--- src/logic/axi_types_pkg.sv ---
/*
 * AXI4 types for the core memory subsystem, with AXI5 atomic (atop) encoding.
 * Holds bus widths, burst/response codes, atop fields and the channel structs
 * that the adapter and the memory exchange. IDs, QoS, cache and protection
 * signals are not carried. Refer to items as axi_types_pkg::name.
 */
`default_nettype none

package axi_types_pkg;

  localparam int unsigned AddrWidth = 32;  // byte address
  localparam int unsigned DataWidth = 32;  // one word per beat
  localparam int unsigned StrbWidth = DataWidth / 8;
  localparam int unsigned LenWidth  = 8;   // beats minus one
  localparam int unsigned AtopWidth = 6;

  localparam logic [1:0] BURST_INCR = 2'b01;

  localparam logic [1:0] RESP_OKAY   = 2'b00;
  localparam logic [1:0] RESP_EXOKAY = 2'b01;
  localparam logic [1:0] RESP_SLVERR = 2'b10;

  // atop[5:4] type, atop[3] endianness, atop[2:0] operation
  localparam logic [1:0] ATOP_ATOMICLOAD = 2'b10;
  localparam logic       ATOP_LITTLE_END = 1'b0;
  localparam logic [5:0] ATOP_ATOMICSWAP = 6'b110000;  // full code
  localparam logic [2:0] ATOP_ADD  = 3'b000;
  localparam logic [2:0] ATOP_CLR  = 3'b001;
  localparam logic [2:0] ATOP_EOR  = 3'b010;
  localparam logic [2:0] ATOP_SET  = 3'b011;
  localparam logic [2:0] ATOP_SMAX = 3'b100;
  localparam logic [2:0] ATOP_SMIN = 3'b101;
  localparam logic [2:0] ATOP_UMAX = 3'b110;
  localparam logic [2:0] ATOP_UMIN = 3'b111;

  typedef struct packed {
    logic [AddrWidth-1:0] addr;
    logic [LenWidth-1:0]  len;
    logic [2:0]           size;
    logic [1:0]           burst;
    logic [AtopWidth-1:0] atop;
  } axi_aw_t;

  typedef struct packed {
    logic [AddrWidth-1:0] addr;
    logic [LenWidth-1:0]  len;
    logic [2:0]           size;
    logic [1:0]           burst;
  } axi_ar_t;

  typedef struct packed {
    logic [DataWidth-1:0] data;
    logic [StrbWidth-1:0] strb;
    logic                 last;
  } axi_w_t;

  typedef struct packed {
    logic [DataWidth-1:0] data;
    logic [1:0]           resp;
    logic                 last;
  } axi_r_t;

  typedef struct packed {
    logic [1:0] resp;
  } axi_b_t;

  // manager side of the bus
  typedef struct packed {
    axi_aw_t aw;
    logic    aw_valid;
    axi_w_t  w;
    logic    w_valid;
    logic    b_ready;
    axi_ar_t ar;
    logic    ar_valid;
    logic    r_ready;
  } axi_req_t;

  // subordinate side of the bus
  typedef struct packed {
    logic    aw_ready;
    logic    ar_ready;
    logic    w_ready;
    axi_b_t  b;
    logic    b_valid;
    axi_r_t  r;
    logic    r_valid;
  } axi_resp_t;

endpackage

`default_nettype wire

--- src/logic/core_mem_pkg.sv ---
/*
 * Core-side request/response types for the memory subsystem.
 * A request carries a load, store or AMO; a response carries one read beat.
 * Widths follow the AXI data path in axi_types_pkg.
 */
`default_nettype none

package core_mem_pkg;

  typedef enum logic [3:0] {
    NONE = 4'h0,
    SWAP = 4'h1,
    ADD  = 4'h2,
    AND  = 4'h3,
    OR   = 4'h4,
    XOR  = 4'h5,
    MAX  = 4'h6,
    MAXU = 4'h7,
    MIN  = 4'h8,
    MINU = 4'h9,
    LR   = 4'hA,
    SC   = 4'hB
  } amo_op_t;

  typedef struct packed {
    logic [axi_types_pkg::AddrWidth-1:0] addr;
    logic                                write;  // AMOs are sent as writes
    amo_op_t                             amo;
    logic [axi_types_pkg::DataWidth-1:0] data;
    logic [axi_types_pkg::StrbWidth-1:0] strb;
    logic [axi_types_pkg::LenWidth-1:0]  rlen;   // read beats minus one
  } core_req_t;

  typedef struct packed {
    logic [axi_types_pkg::DataWidth-1:0] data;
    logic                                error;
    logic                                last;
  } core_rsp_t;

  typedef struct packed {
    logic [axi_types_pkg::DataWidth-1:0] data;
    logic [axi_types_pkg::StrbWidth-1:0] strb;
  } write_entry_t;

endpackage

`default_nettype wire

--- src/logic/write_buffer.sv ---
/*
 * Small synchronous FIFO for write data and strobes.
 * Push and pop may happen in the same cycle; data_o shows the head entry.
 * The producer must not push while full_o is high.
 */
`default_nettype none
`timescale 1ns/10ps

module write_buffer #(
  parameter int unsigned Depth = 2
) (
  input  logic                       clk_i,
  input  logic                       rst_i,
  input  logic                       push_i,
  input  core_mem_pkg::write_entry_t data_i,
  input  logic                       pop_i,
  output core_mem_pkg::write_entry_t data_o,
  output logic                       full_o,
  output logic                       empty_o
);

  localparam int unsigned PtrWidth = (Depth > 1) ? $clog2(Depth) : 1;
  localparam int unsigned CntWidth = $clog2(Depth + 1);

  core_mem_pkg::write_entry_t entries_q [Depth];
  logic [PtrWidth-1:0]        rd_ptr_q, wr_ptr_q;
  logic [CntWidth-1:0]        count_q;

  function automatic logic [PtrWidth-1:0] next_ptr(input logic [PtrWidth-1:0] ptr);
    return (ptr == PtrWidth'(Depth - 1)) ? '0 : ptr + PtrWidth'(1);  // wrap at depth
  endfunction

  always_ff @(posedge clk_i) begin
    if (rst_i) begin
      rd_ptr_q <= '0;
      wr_ptr_q <= '0;
      count_q  <= '0;
    end else begin
      if (push_i) wr_ptr_q <= next_ptr(wr_ptr_q);
      if (pop_i)  rd_ptr_q <= next_ptr(rd_ptr_q);
      case ({push_i, pop_i})
        2'b10:   count_q <= count_q + CntWidth'(1);
        2'b01:   count_q <= count_q - CntWidth'(1);
        default: count_q <= count_q;  // both or neither
      endcase
    end
  end

  always_ff @(posedge clk_i) begin
    if (push_i) entries_q[wr_ptr_q] <= data_i;
  end

  assign data_o  = entries_q[rd_ptr_q];
  assign full_o  = (count_q == CntWidth'(Depth));
  assign empty_o = (count_q == '0);

endmodule

`default_nettype wire

--- src/logic/core_axi_adapter.sv ---
/*
 * Core request port to AXI4 manager adapter.
 * Loads become INCR read bursts, stores and AMOs become single-beat writes
 * whose data is queued in a write buffer. AMOs are encoded in AW atop.
 * B responses are always accepted and dropped; R beats go to the core.
 */
`default_nettype none
`timescale 1ns/10ps

module core_axi_adapter #(
  parameter int unsigned WriteDepth = 2
) (
  input  logic                     clk_i,
  input  logic                     rst_i,
  input  core_mem_pkg::core_req_t  core_req_i,
  input  logic                     req_valid_i,
  output logic                     req_ready_o,
  output core_mem_pkg::core_rsp_t  core_rsp_o,
  output logic                     rsp_valid_o,
  input  logic                     rsp_ready_i,
  output axi_types_pkg::axi_req_t  axi_req_o,
  input  axi_types_pkg::axi_resp_t axi_resp_i
);

  localparam logic [2:0] WordSize   = 3'($clog2(axi_types_pkg::StrbWidth));
  localparam logic [2:0] AtopLoadLe = {axi_types_pkg::ATOP_ATOMICLOAD,
                                       axi_types_pkg::ATOP_LITTLE_END};

  logic                                write_full;
  logic                                write_empty;
  core_mem_pkg::write_entry_t          write_in;
  core_mem_pkg::write_entry_t          write_out;
  logic [axi_types_pkg::AtopWidth-1:0] atop;

  // RISC-V AMOs map onto atomic loads, so the old value comes back on R
  always_comb begin
    write_in.data = core_req_i.data;
    write_in.strb = core_req_i.strb;
    unique case (core_req_i.amo)
      core_mem_pkg::SWAP: atop = axi_types_pkg::ATOP_ATOMICSWAP;
      core_mem_pkg::ADD:  atop = {AtopLoadLe, axi_types_pkg::ATOP_ADD};
      core_mem_pkg::AND: begin
        write_in.data = ~core_req_i.data;  // and is a clear of the inverted operand
        atop          = {AtopLoadLe, axi_types_pkg::ATOP_CLR};
      end
      core_mem_pkg::OR:   atop = {AtopLoadLe, axi_types_pkg::ATOP_SET};
      core_mem_pkg::XOR:  atop = {AtopLoadLe, axi_types_pkg::ATOP_EOR};
      core_mem_pkg::MAX:  atop = {AtopLoadLe, axi_types_pkg::ATOP_SMAX};
      core_mem_pkg::MAXU: atop = {AtopLoadLe, axi_types_pkg::ATOP_UMAX};
      core_mem_pkg::MIN:  atop = {AtopLoadLe, axi_types_pkg::ATOP_SMIN};
      core_mem_pkg::MINU: atop = {AtopLoadLe, axi_types_pkg::ATOP_UMIN};
      default:            atop = '0;  // none, lr and sc
    endcase
  end

  write_buffer #(
    .Depth   ( WriteDepth                                     )
  ) i_write_buffer (
    .clk_i,
    .rst_i,
    .push_i  ( axi_req_o.aw_valid & axi_resp_i.aw_ready      ),
    .data_i  ( write_in                                       ),
    .pop_i   ( axi_req_o.w_valid & axi_resp_i.w_ready        ),
    .data_o  ( write_out                                      ),
    .full_o  ( write_full                                     ),
    .empty_o ( write_empty                                    )
  );

  assign axi_req_o.aw.addr  = core_req_i.addr;
  assign axi_req_o.aw.len   = '0;  // writes are single beat
  assign axi_req_o.aw.size  = WordSize;
  assign axi_req_o.aw.burst = axi_types_pkg::BURST_INCR;
  assign axi_req_o.aw.atop  = atop;
  assign axi_req_o.aw_valid = req_valid_i & core_req_i.write & ~write_full;

  assign axi_req_o.w.data   = write_out.data;
  assign axi_req_o.w.strb   = write_out.strb;
  assign axi_req_o.w.last   = 1'b1;
  assign axi_req_o.w_valid  = ~write_empty;

  assign axi_req_o.b_ready  = 1'b1;  // write responses are swallowed

  assign axi_req_o.ar.addr  = core_req_i.addr;
  assign axi_req_o.ar.len   = core_req_i.rlen;
  assign axi_req_o.ar.size  = WordSize;
  assign axi_req_o.ar.burst = axi_types_pkg::BURST_INCR;
  assign axi_req_o.ar_valid = req_valid_i & ~core_req_i.write;

  assign core_rsp_o.data    = axi_resp_i.r.data;
  assign core_rsp_o.error   = ~(axi_resp_i.r.resp inside {axi_types_pkg::RESP_OKAY,
                                                          axi_types_pkg::RESP_EXOKAY});
  assign core_rsp_o.last    = axi_resp_i.r.last;
  assign rsp_valid_o        = axi_resp_i.r_valid;
  assign axi_req_o.r_ready  = rsp_ready_i;

  assign req_ready_o = (axi_req_o.ar_valid & axi_resp_i.ar_ready)
                     | (axi_req_o.aw_valid & axi_resp_i.aw_ready);

endmodule

`default_nettype wire

--- config.mk ---
export PLATFORM = sky130hd
export DESIGN_NAME = core_axi_adapter
export DESIGN_NICKNAME = d
export VERILOG_FILES = /design/src/logic/axi_types_pkg.sv /design/src/logic/core_mem_pkg.sv /design/src/logic/write_buffer.sv /design/src/logic/core_axi_adapter.sv
export SDC_FILE = /design/constraint.sdc
export NUM_CORES = 1
export LEC_CHECK = 0
export BUFFER_PORTS_ARGS = -buffer_cell sky130_fd_sc_hd__clkbuf_2
export CAP_MARGIN = 10
export CORE_AREA = 2 2 117 119
export DETAILED_ROUTE_END_ITERATION = 10
export DIE_AREA = 0 0 119 121
export MAX_ROUTING_LAYER = met4
export PLACE_DENSITY = 0.7
export SYNTH_ARGS = -nofsm -noshare
export SYNTH_HDL_FRONTEND = slang
export SYNTH_SLANG_ARGS = --single-unit
export TNS_END_PERCENT = 100
--- constraint.sdc ---
create_clock -name clk_i -period 2.9 [get_ports clk_i]
set_input_delay 0.87 -clock clk_i [delete_from_list [all_inputs] [get_ports clk_i]]
set_output_delay 0.87 -clock clk_i [all_outputs]
set_load 0.01 [all_outputs]
After elaboration in Yosys (flattened, before gate mapping). Memories as Yosys holds them, arrays and structs flattened. A register that Yosys moved wholly into a read port is not among the register bits. Cells that the tools add are included.

Logic and storage cells: 46. Memory bits (writable): 72. Latch bits: 0. Flip-flop bits (word level): 4. ROM bits: 0. Memories kept: 1. Input port bits: 127.

Memories: i_write_buffer.entries_q (words 2, bits a word 36, rd ports 1, clocked after memory_dff 1, wr ports 1, RTL line write_buffer.sv:25) `core_mem_pkg::write_entry_t entries_q [Depth];`.

Equality and inequality tests: 13. $lt $le $gt $ge: 0. Reductions and logical operators: 4. Divide/modulo/power cells: 0. Bitwise gates (word level): 12. Muxes and demuxes: 9. Shifts and indexed selects: 0. Add/subtract/negate cells: 4. Multipliers: 0.

Operators with widths (number): $pmux 6 s9 (1); $mux 32 (1); $not 32->32 (1); $eq 4x3->1 const B (4); $eq 4x2->1 const B (2); $eq 4x4->1 const B (2); $and 1x1->1 (6); $mux 1 (6); $eq 2x1->1 const B (2); $eq 2x2->1 const B (2); $eq 4x1->1 const B (1); $logic_not 2->1 (2); $not 1->1 (4); $pmux 2 s2 (1); $reduce_bool 2->1 (2); $add 1x1->1 const B (2); $add 2x1->2 const B (1); $sub 2x1->2 const B (1); $or 1x1->1 (1).

Logic depth before layout (Yosys ltp). Gate-level depths: netlist of run 1.

Depth in word-level cells: 6. Depth in mapped cells: 6.

By module. From an unflattened synthesis of run 1, not the netlist that was laid out.

Cell total of the unflattened synthesis: 324. Area total of the unflattened synthesis: 4255.3 µm².

By module, submodules not included: write_buffer (instances 1, cells an instance 134, seq. area each 2262.2 µm², area an instance 2800.2 µm²); core_axi_adapter (instances 1, cells an instance 190, seq. area each 0.0 µm², area an instance 1455.1 µm²).

Least setup slack after synthesis of run 1. OpenSTA, ideal clock, no wires.

Path type: in2reg. Start: input port core_req_i[48] (netlist name). End: memory i_write_buffer.entries_q[0][0] (netlist name), enable pin. Buffers on the path: 0. Data arrival time: 2652 ps. Cell stages on the path: 2. Library setup time: 429 ps. Path slack: -181 ps. Cells stage by stage: o2111ai_1 -> nor2_1.

Word-level cells in the longest chain between the ends: 5.

RTL lines: start: declaration (RTL line core_axi_adapter.sv:15) `input core_mem_pkg::core_req_t core_req_i,`; $and 1x1->1 (2 in series) (RTL line core_axi_adapter.sv:74) `assign axi_req_o.aw_valid = req_valid_i & core_req_i.write & ~write_full;`; $and 1x1->1 (RTL line core_axi_adapter.sv:61) `.push_i ( axi_req_o.aw_valid & axi_resp_i.aw_ready ),`; $mux 1 (RTL line write_buffer.sv:50) `if (push_i) entries_q[wr_ptr_q] <= data_i;`; $mux 1 (implied by the code) (RTL line write_buffer.sv:50); end: declaration (RTL line write_buffer.sv:25).

Every way passes these cells.

==> metrics.csv, run 1 <==
metric;value;unit
outcome;finished, final reports clean;
setup.worst_path.end;axi_req_o[88];
synth-seq-area-share;53.6;%
power.static_leakage;1.73;nW
avgViaCountPerCell;4.27;
synth.top_cells.by_area;sky130_fd_sc_hd__edfxtp_1 (51%), sky130_fd_sc_hd__buf_4 (23%), sky130_fd_sc_hd__mux2_2 (10%), sky130_fd_sc_hd__xor2_1 (6.9%), sky130_fd_sc_hd__dfxtp_1 (2.4%);
synth_most_common_cell;sky130_fd_sc_hd__buf_4;
reg2reg_slack;1.19;ns
first_pass_grt_wire_length;13.1;mm
ys_seq_elements;77;
multi_input_comb_area;1000;um^2
fp.dieH;121;um
placed_area;3990;um^2
share_of_final_layout_standard_cells_stronger_than_drive_strength_1;48.7;%
detailroute.via_count;2103;
start_kind;input port;
place.gp.congestion;0.771;
rsz_0062_raised_after_global_routing;no;
finalInstanceArea;4320;um^2
cts-resized-gates;0;
final.fill_count;1287;
maxSlewHeadroom;63.9;%
setup.worst_path.class;input port to output port;
clk_transition_reported_paths;0.06;ns
syn-cell-area;4220;um^2
route.antenna.remaining_nets;0;
worst_case_vdd_ir_drop;272;uV
sequential_cell_area_in_the_final_layout;2260;um^2
cts_htree_levels;3;
netlist.area_leader.share;51.3;%
endpoint_of_the_worst_register_to_register_path;i_write_buffer.count_q[1];
worst_margin_pin_slew;0.542;ns
grt_max_degree;37;
ios;301;
r2r-start;i_write_buffer.count_q[1];
final_period_minus_worst_setup_slack;2.50;ns
post-cts-setup-buffers;0;
vias_in_the_first_global_route;2090;
avgSynthCellArea;13.1;um^2
design.die.area;14400;um^2
critical_path.endpoint_type;output port;
port_buffers;91;
detail_route.drc_violations;0;
row_count;42;
drt_first_iter_violations;90;
areaGrowthSynthToFinish;2.31;%
timing_limited_maximum_frequency;400;MHz
critical_path_arrival;1.63;ns
number_of_warnings_issued_by_yosys;0;
p_per_area;663;nW/um^2
root_buf_cell;sky130_fd_sc_hd__clkbuf_16;
postRouteWirelength;9.30;mm
final_net_count;439;
core-area;13100;um^2
clk_latency;0.33;ns
grt_remaining_overflow;0;
fin_crit_sh;86.2;%
critical_path.max_fanout;6;
ys_async_sr_fraction;0;%
grt_antenna_before_repair;0;
dp.final_hpwl;7.25;mm
hold_class;flip-flop to flip-flop;
post_synth_num_cell_types;26;
synth_top_flop_cell;sky130_fd_sc_hd__edfxtp_1;
post_synthesis_cell_type_with_the_largest_combined_area;sky130_fd_sc_hd__edfxtp_1;
detail_route.first_pass.iterations;3;
cts_tree;yes;
cts_inserted_buffers;9;
netlist_instances;322;
floorplan.initialDensity;32.2;%
finalMaxSlewViolations;0;
timing.reg2reg.worst_path_depth;6;
antennaDiodeCount;0;
synth.cells.most_frequent;sky130_fd_sc_hd__buf_4 (129), sky130_fd_sc_hd__edfxtp_1 (72), sky130_fd_sc_hd__mux2_2 (38);
die_w;119;um
cts_sinks;77;
critical_path.startpoint;core_req_i[47];
cts_hold_buf;0;
max_cap_viol_count;0;
routed_wire_length_per_instance;18.9;um
maximum_clock_insertion_buffer_count;2;
timing_hold_violations_final;0;
worst_clock_skew;0.00730;ns
grtUsageTotal;12.9;%
synth_enable_flop_cells;72;
count_of_endpoints_failing_setup_in_the_final_report;0;
critical_path_required;2.03;ns
setup_tns;0;ns
-- power by group --
part / internal (mW) / switching, mW / leakage [nW]
sequential: 1.26 / 0.0151 / 0.695
clock: 0.758 / 0.425 / 0.161
combinational: 0.190 / 0.213 / 0.875
total: 2.21 / 0.653 / 1.73
-- registers in the layout (all words and copies together) (netlist names), named ones only --
register and flops:
i_write_buffer.entries_q 72, i_write_buffer.count_q 2, i_write_buffer.rd_ptr_q 1, i_write_buffer.wr_ptr_q 1
-- layer usage --
layer | vias up | wire (um) | global-route usage [%]
li1 | 921 | - | -
met1 | 959 | 2940 | 11.5
met2 | 211 | 4490 | 19.8
met3 | 12 | 1740 | 11.1
met4 | 0 | 129 | 4.76
met5 | - | 0 | -
-- cells in the final DEF, fill, tap and decap left out, types with 2 or more instances in the layout --
cell type,count
sky130_fd_sc_hd__a21oi_1,3
sky130_fd_sc_hd__buf_4,5
sky130_fd_sc_hd__bufinv_16,2
sky130_fd_sc_hd__clkbuf_16,9
sky130_fd_sc_hd__clkbuf_2,91
sky130_fd_sc_hd__clkinv_2,2
sky130_fd_sc_hd__clkinv_4,2
sky130_fd_sc_hd__conb_1,21
sky130_fd_sc_hd__dfxtp_1,5
sky130_fd_sc_hd__edfxtp_1,72
sky130_fd_sc_hd__inv_1,3
sky130_fd_sc_hd__mux2_2,38
sky130_fd_sc_hd__nand2_1,3
sky130_fd_sc_hd__nor2_1,7
sky130_fd_sc_hd__nor2_4,2
sky130_fd_sc_hd__nor2b_1,3
sky130_fd_sc_hd__o21ai_0,2
sky130_fd_sc_hd__xnor2_1,2
sky130_fd_sc_hd__xor2_1,33
-- metrics by stage --
step | util, % | total power, mW | std cells | setup slack (ns) | hold slack, ns
floorplan | - | 1.73 | 341 | -0.181 | 0.473
global placement | 30.5 | 1.70 | 476 | 0.413 | 0.494
detailed placement | 30.5 | 1.71 | 476 | 0.381 | 0.502
CTS | 33.0 | 2.90 | 492 | 0.372 | 0.518
global route | 33.0 | 2.98 | 492 | 0.312 | 0.560
finish | 33.0 | 2.86 | 492 | 0.399 | 0.513
-- area by class of cell --
type	instances	area share, %
Clock buffer	9	5.22
Inverter	3	0.261
Timing Repair Buffer	96	11.4
Clock inverter	7	2.29
Sequential cell	77	52.4
Multi-Input combinational cell	124	23.3
Tap cell	176	5.10
-- critical path, stage by stage --
cell	delay [ns]
sky130_fd_sc_hd__clkbuf_2	0.13
sky130_fd_sc_hd__nor2b_1	0.22
sky130_fd_sc_hd__a21oi_1	0.09
sky130_fd_sc_hd__o21ai_0	0.16
sky130_fd_sc_hd__clkbuf_2	0.16
-- kinds of logic (layout without fill, tap and decap cells) --
kind of cell / Yosys count / after routing / synth area share (%)
adder cells (fa/ha/maj): 1 / 1 / 0.297
buffers and inverters: 140 / 115 / 24.6
AND/OR/NAND/NOR: 19 / 19 / 2.25
multiplexers: 39 / 39 / 10.4
AO/OA/AOI/OAI: 9 / 9 / 1.39
other: 2 / 21 / 0.178
flip-flops: 77 / 77 / 53.6
XOR/XNOR: 35 / 35 / 7.27
-- worst min-delay path by stage --
stage	from	slack [ns]	end	cells after the start
2_1_floorplan	i_write_buffer.count_q[1]	0.47	i_write_buffer.count_q[1]	2
3_3_place_gp	i_write_buffer.count_q[1]	0.49	i_write_buffer.count_q[1]	2
3_5_place_dp	i_write_buffer.rd_ptr_q	0.50	flip-flop	2
4_1_cts	i_write_buffer.rd_ptr_q	0.52	flip-flop	2
5_1_grt	i_write_buffer.rd_ptr_q	0.56	i_write_buffer.rd_ptr_q	2
6_report	i_write_buffer.rd_ptr_q	0.51	flip-flop	2
(Power assumes the default switching activity.)
==> run 2: changes to the inputs <==
--- a/config.mk
+++ b/config.mk
@@ -7,11 +7,11 @@
 export LEC_CHECK = 0
 export BUFFER_PORTS_ARGS = -buffer_cell sky130_fd_sc_hd__clkbuf_2
 export CAP_MARGIN = 10
-export CORE_AREA = 2 2 117 119
+export CORE_MARGIN = 8
+export CORE_UTILIZATION = 37
 export DETAILED_ROUTE_END_ITERATION = 10
-export DIE_AREA = 0 0 119 121
 export MAX_ROUTING_LAYER = met4
-export PLACE_DENSITY = 0.7
+export PLACE_DENSITY = 0.79
 export SYNTH_ARGS = -nofsm -noshare
 export SYNTH_HDL_FRONTEND = slang
 export SYNTH_SLANG_ARGS = --single-unit
==> constraint.sdc (replaced) <==
create_clock -name clk_i -period 2.9 [get_ports clk_i]
set_input_delay 0.58 -clock clk_i [delete_from_list [all_inputs] [get_ports clk_i]]
set_output_delay 0.58 -clock clk_i [all_outputs]
set_load 0.01 [all_outputs]
==> run 2 against run 1 <==
Against the previous run: via count decreased by 4.0%; core utilization rose by 4.7 points; highest routed layer unchanged; combinational power about the same.
==> metrics.csv, run 2 (synthesis results as in run 1) <==
metric;value;unit;change
outcome;finished, final reports clean;;unchanged
core-area;11300;um^2;was 13100 um^2
drt_first_iter_violations;88;;was 90
timing_hold_violations_final;0;;unchanged
rsz_0062_raised_after_global_routing;no;;unchanged
hold_class;input port to flip-flop;;was flip-flop to flip-flop
clk_transition_reported_paths;0.05;ns;was 0.06 ns
start_kind;flip-flop;;was input port
worst_case_vdd_ir_drop;309;uV;was 272 uV
grt_max_degree;37;;unchanged
cts_hold_buf;0;;unchanged
die_w;123;um;was 119 um
place.gp.congestion;0.722;;was 0.771
maxSlewHeadroom;51.6;%;was 63.9%
timing_limited_maximum_frequency;445;MHz;was 400 MHz
first_pass_grt_wire_length;13.2;mm;was 13.1 mm
critical_path.endpoint_type;output port;;unchanged
cts-resized-gates;0;;unchanged
cts_inserted_buffers;9;;unchanged
worst_margin_pin_slew;0.725;ns;was 0.542 ns
critical_path.max_fanout;5;;was 6
cts_tree;yes;;unchanged
holdPathStages;1;;was 2
instances_no_fill;457;;was 492
finalInstanceArea;4250;um^2;was 4320 um^2
detailroute.via_count;2018;;was 2103
detail_route.first_pass.iterations;4;;was 3
critical_path_arrival;1.67;ns;was 1.63 ns
routed_wire_length_per_instance;20.4;um;was 18.9 um
fin_crit_sh;77.5;%;was 86.2%
setup_tns;0;ns;unchanged
maximum_clock_insertion_buffer_count;2;;unchanged
cts_sinks;77;;unchanged
critical_path.slowest_cell;sky130_fd_sc_hd__o2111ai_1;;was sky130_fd_sc_hd__nor2b_1
areaGrowthSynthToFinish;0.742;%;was 2.31%
grt_remaining_overflow;0;;unchanged
port_buffers;91;;unchanged
max_cap_viol_count;0;;unchanged
post-cts-setup-buffers;0;;unchanged
finalMaxSlewViolations;0;;unchanged
timing.reg2reg.worst_path_depth;5;;was 6
layout.cells.most_common_list;sky130_fd_sc_hd__clkbuf_2 (91), sky130_fd_sc_hd__edfxtp_1 (72), sky130_fd_sc_hd__mux2_2 (38);;unchanged
postRouteWirelength;9.34;mm;was 9.30 mm
critical_path_required;2.32;ns;was 2.03 ns
route.antenna.remaining_nets;0;;unchanged
numPlacedInstances;442;;was 476
final.hold.worst_slack;0.443;ns;was 0.513 ns
detail_route.drc_violations;0;;unchanged
top_register;i_write_buffer.entries_q;;unchanged
avgViaCountPerCell;4.42;;was 4.27
final_common_cell;sky130_fd_sc_hd__clkbuf_2;;unchanged
largest_reg_flops;72;;unchanged
fp.dieH;123;um;was 121 um
row_count;39;;was 42
dp.final_hpwl;7.39;mm;was 7.25 mm
timing.critical_path.max_delay_family;compound AO/OA/AOI/OAI gates;;was buffers and inverters
placed_area;3940;um^2;was 3990 um^2
setup.worst_path.class;flip-flop to output port;;was input port to output port
share_of_final_layout_standard_cells_stronger_than_drive_strength_1;48.1;%;was 48.7%
ios;301;;unchanged
design.die.area;15100;um^2;was 14400 um^2
root_buf_cell;sky130_fd_sc_hd__clkbuf_16;;unchanged
final_period_minus_worst_setup_slack;2.25;ns;was 2.50 ns
biggestRegsByFlops;i_write_buffer.entries_q (72), i_write_buffer.count_q (2);;unchanged
worst_clock_skew;0.00365;ns;was 0.00730 ns
final_net_count;438;;was 439
floorplan.initialDensity;37.4;%;was 32.2%
clk_latency;0.33;ns;about the same
grtUsageTotal;12.3;%;was 12.9%
grt_antenna_before_repair;0;;unchanged
cts_htree_levels;3;;unchanged
crit_cells;4;;was 5
antennaDiodeCount;0;;unchanged
crit_path_cell_trace;inv_1, o2111ai_1, nand2_1, clkbuf_2;;was clkbuf_2, nor2b_1, a21oi_1, o21ai_0, clkbuf_2
vias_in_the_first_global_route;2164;;was 2090
fin_util;37.7;%;was 33.0%
worst-path-buf-inv;2;;unchanged
cp_slowest_stage_delay;0.62;ns;was 0.22 ns
count_of_endpoints_failing_setup_in_the_final_report;0;;unchanged
power.static_leakage;1.71;nW;was 1.73 nW
p_per_area;665;nW/um^2;was 663 nW/um^2
run 2: changes by cell type in the layout (fill, tap and decap cells not counted), sizes merged:
| cell | delta |
|---|---|
| clkinv | -2 |
| buf | -1 |
| clkbuf | +1 |
| clkinvlp | +1 |
| inv | -1 |
run 2: metrics by stage:
step	total power, mW	worst slack (ns)
4_1_cts	2.86	0.610
3_5_place_dp	1.71	0.800
3_3_place_gp	1.70	0.846
2_1_floorplan	1.73	0.109
5_1_grt	2.93	0.491
6_report	2.82	0.654
run 2: final cells by class:
cell class | instances | area, um^2
fillers | 1064 | 7020
flip-flops and latches | 77 | 2260
multi-input cells | 124 | 1000
repair buffers | 95 | 485
clock buffers | 10 | 229
well taps | 143 | 179
clock inverters | 5 | 76.3
inverters | 3 | 11.3
run 2: final timing paths:
check                       startpoint                              to  slack [ns]
max          i_write_buffer.count_q[1]                     req_ready_o        0.65
min                     core_req_i[10]  i_write_buffer.entries_q[0][2]        0.44
max reg2reg  i_write_buffer.count_q[1]       i_write_buffer.count_q[1]        0.85
min reg2reg    i_write_buffer.rd_ptr_q                       flip-flop        0.52
run 2: report_power, final:
group / leakage [nW] / internal (mW) / switching, mW / total, mW
combinational: 0.871 / 0.189 / 0.214 / 0.403
sequential: 0.695 / 1.26 / 0.0171 / 1.28
clock: 0.146 / 0.743 / 0.398 / 1.14
total: 1.71 / 2.19 / 0.630 / 2.82
run 2: routing by layer:
layer,global-route usage [%],up-vias,wire length [um]
met2,21.8,166,5180
met3,7.77,15,1370
li1,-,919,-
met4,5.41,0,144
met5,-,-,0
met1,9.79,918,2640
==> run 3: changes to the inputs <==
==> constraint.sdc (replaced) <==
create_clock -name clk_i -period 1.85 [get_ports clk_i]
set_input_delay 0.37 -clock clk_i [delete_from_list [all_inputs] [get_ports clk_i]]
set_output_delay 0.37 -clock clk_i [all_outputs]
set_load 0.01 [all_outputs]
==> run 3 against run 2 <==
Against the previous run: cell area is 2.7% higher; clock-buffer cell count unchanged; sequential power increased by 57%; sequential share of layout area down 1.3 points; die area is the same; core utilization rose by 1.0 points; critical path type unchanged; largest cell class unchanged; largest power group unchanged; highest routed layer unchanged.
==> metrics.csv, run 3 (synthesis results as in run 1) <==
metric;value;unit;change
share_of_final_layout_standard_cells_stronger_than_drive_strength_1;49.4;%;was 48.1%
switching_share;23.1;%;was 22.3%
layout.cells.most_common_list;sky130_fd_sc_hd__clkbuf_2 (91), sky130_fd_sc_hd__edfxtp_1 (72), sky130_fd_sc_hd__mux2_2 (38);;unchanged
areaGrowthSynthToFinish;3.47;%;was 0.742%
drt_first_iter_violations;72;;was 88
largest_reg_flops;72;;unchanged
instances_no_fill;463;;was 457
reg2reg_slack;0.31;ns;was 0.85 ns
layout_setup_ws;0.0791;ns;was 0.654 ns
detailroute.via_count;2106;;was 2018
place.gp.congestion;0.789;;was 0.722
fin_crit_sh;95.7;%;
setup_tns;0;ns;unchanged
timing_hold_violations_final;0;;unchanged
timing.critical_path.max_delay_family;flip-flops;;was compound AO/OA/AOI/OAI gates
dp.final_hpwl;7.98;mm;was 7.39 mm
fp.dieH;123;um;unchanged
design.die.area;15100;um^2;unchanged
post-cts-setup-buffers;0;;unchanged
outcome;finished, final reports clean;;unchanged
top_register;i_write_buffer.entries_q;;unchanged
hold_class;input port to flip-flop;;unchanged
vias_in_the_first_global_route;2295;;was 2164
critical_path.endpoint_type;output port;;unchanged
timing_limited_maximum_frequency;565;MHz;
floorplan.initialDensity;37.4;%;unchanged
maximum_clock_insertion_buffer_count;2;;unchanged
cts_hold_buf;0;;unchanged
start_kind;flip-flop;;unchanged
cp_slowest_stage_delay;0.38;ns;was 0.62 ns
cts_inserted_buffers;9;;unchanged
postRouteWirelength;10.2;mm;was 9.34 mm
p_per_area;1040;nW/um^2;was 665 nW/um^2
detail_route.first_pass.iterations;4;;unchanged
internal-power;3.49;mW;was 2.19 mW
grt_antenna_before_repair;0;;unchanged
grt_max_degree;37;;unchanged
worst-path-buf-inv;2;;unchanged
final.hold.worst_slack;0.233;ns;was 0.443 ns
avgViaCountPerCell;4.55;;was 4.42
final_period_minus_worst_setup_slack;1.77;ns;
clk_latency;0.33;ns;about the same
power.static_leakage;1.76;nW;was 1.71 nW
rsz_0062_raised_after_global_routing;no;;unchanged
grt_remaining_overflow;0;;unchanged
count_of_endpoints_failing_setup_in_the_final_report;0;;unchanged
root_buf_cell;sky130_fd_sc_hd__clkbuf_16;;unchanged
power.clock.fraction;40.6;%;was 40.4%
timing.reg2reg.worst_path_depth;5;;unchanged
numPlacedInstances;446;;was 442
first_pass_grt_wire_length;14.0;mm;was 13.2 mm
holdCritStartpoint;core_req_i[8];;was core_req_i[10]
clk_transition_reported_paths;0.06;ns;was 0.05 ns
die_w;123;um;unchanged
max_cap_viol_count;0;;unchanged
final_net_count;443;;was 438
antennaDiodeCount;0;;unchanged
post-place-ws;0.235;ns;was 0.800 ns
cts_htree_levels;3;;unchanged
grtUsageTotal;13.3;%;was 12.3%
fin_util;38.7;%;was 37.7%
route.antenna.remaining_nets;0;;unchanged
core-area;11300;um^2;unchanged
hold-path-endpoint;i_write_buffer.entries_q[0][0];;was i_write_buffer.entries_q[0][2]
critical_path_arrival;1.40;ns;was 1.67 ns
critical_path_required;1.48;ns;was 2.32 ns
worst_clock_skew;0.00765;ns;was 0.00365 ns
routed_wire_length_per_instance;22.0;um;was 20.4 um
critical_path.max_fanout;18;;was 5
crit_path_cell_trace;clkbuf_16, mux2_2, clkbuf_2;;was inv_1, o2111ai_1, nand2_1, clkbuf_2
holdPathStages;1;;unchanged
worst_case_vdd_ir_drop;495;uV;was 309 uV
biggestRegsByFlops;i_write_buffer.entries_q (72), i_write_buffer.count_q (2);;unchanged
row_count;39;;unchanged
final_common_cell;sky130_fd_sc_hd__clkbuf_2;;unchanged
combinationalPowerShare;15.1;%;was 14.3%
setup.worst_path.class;flip-flop to output port;;unchanged
power.share.sequential;44.3;%;was 45.3%
detail_route.drc_violations;0;;unchanged
port_buffers;91;;unchanged
final.fill_count;1073;;was 1064
finalMaxSlewViolations;0;;unchanged
r2r-start;i_write_buffer.count_q[1];;unchanged
cts_tree;yes;;unchanged
ios;301;;unchanged
netSwitchingPower;1.05;mW;was 630 uW
endpoint_of_the_worst_register_to_register_path;i_write_buffer.count_q[1];;unchanged
cts-resized-gates;0;;unchanged
cts_sinks;77;;unchanged
critical_path.slowest_cell;sky130_fd_sc_hd__dfxtp_4;;was sky130_fd_sc_hd__o2111ai_1
[run 3: worst max-delay path by stage]
stage | slack, ns | end | cells after the start
after floorplan | -0.21 | i_write_buffer.entries_q[0][0] | 2
final | 0.08 | axi_req_o[71] | 3
after detailed placement | 0.23 | i_write_buffer.entries_q[0][18] | 4
after global placement | 0.29 | i_write_buffer.entries_q[0][22] | 4
after global routing | 0.004 | req_ready_o | 5
after CTS | 0.002 | axi_req_o[81] | 3
[run 3: metal layers]
metal	global-route usage [%]	vias to the layer above	share of wire [%]
met5	-	-	0
li1	-	937	-
met3	9.11	24	17
met1	10.2	967	27
met4	7.46	0	2.3
met2	22.6	178	53
[run 3: power by group through the flow]
| stage | Combinational, mW | Sequential, mW | Clock (mW) |
|---|---|---|---|
| 3_5_place_dp | 0.671 | 2.04 | 0 |
| 5_1_grt | 0.748 | 2.02 | 1.96 |
| 6_report | 0.685 | 2.01 | 1.84 |
| 2_1_floorplan | 0.681 | 2.03 | 0 |
| 4_1_cts | 0.673 | 2.01 | 1.91 |
| 3_3_place_gp | 0.659 | 2.04 | 0 |
[run 3: area by class of cell]
cell class / instances / area (um^2) / area share [%]
sequential: 77 / 2270 / 51.9
multi-input combinational: 124 / 1010 / 23.2
timing repair buffer: 100 / 582 / 13.3
clock buffer: 10 / 229 / 5.25
tap: 143 / 179 / 4.10
clock inverter: 6 / 86.3 / 1.98
inverter: 3 / 11.3 / 0.258
[run 3: through the flow]
stage	power, mW	instance area [um^2]
4_1_cts	4.59	4330
3_3_place_gp	2.70	4010
2_1_floorplan	2.71	4290
6_report	4.54	4360
3_5_place_dp	2.71	4010
5_1_grt	4.73	4360
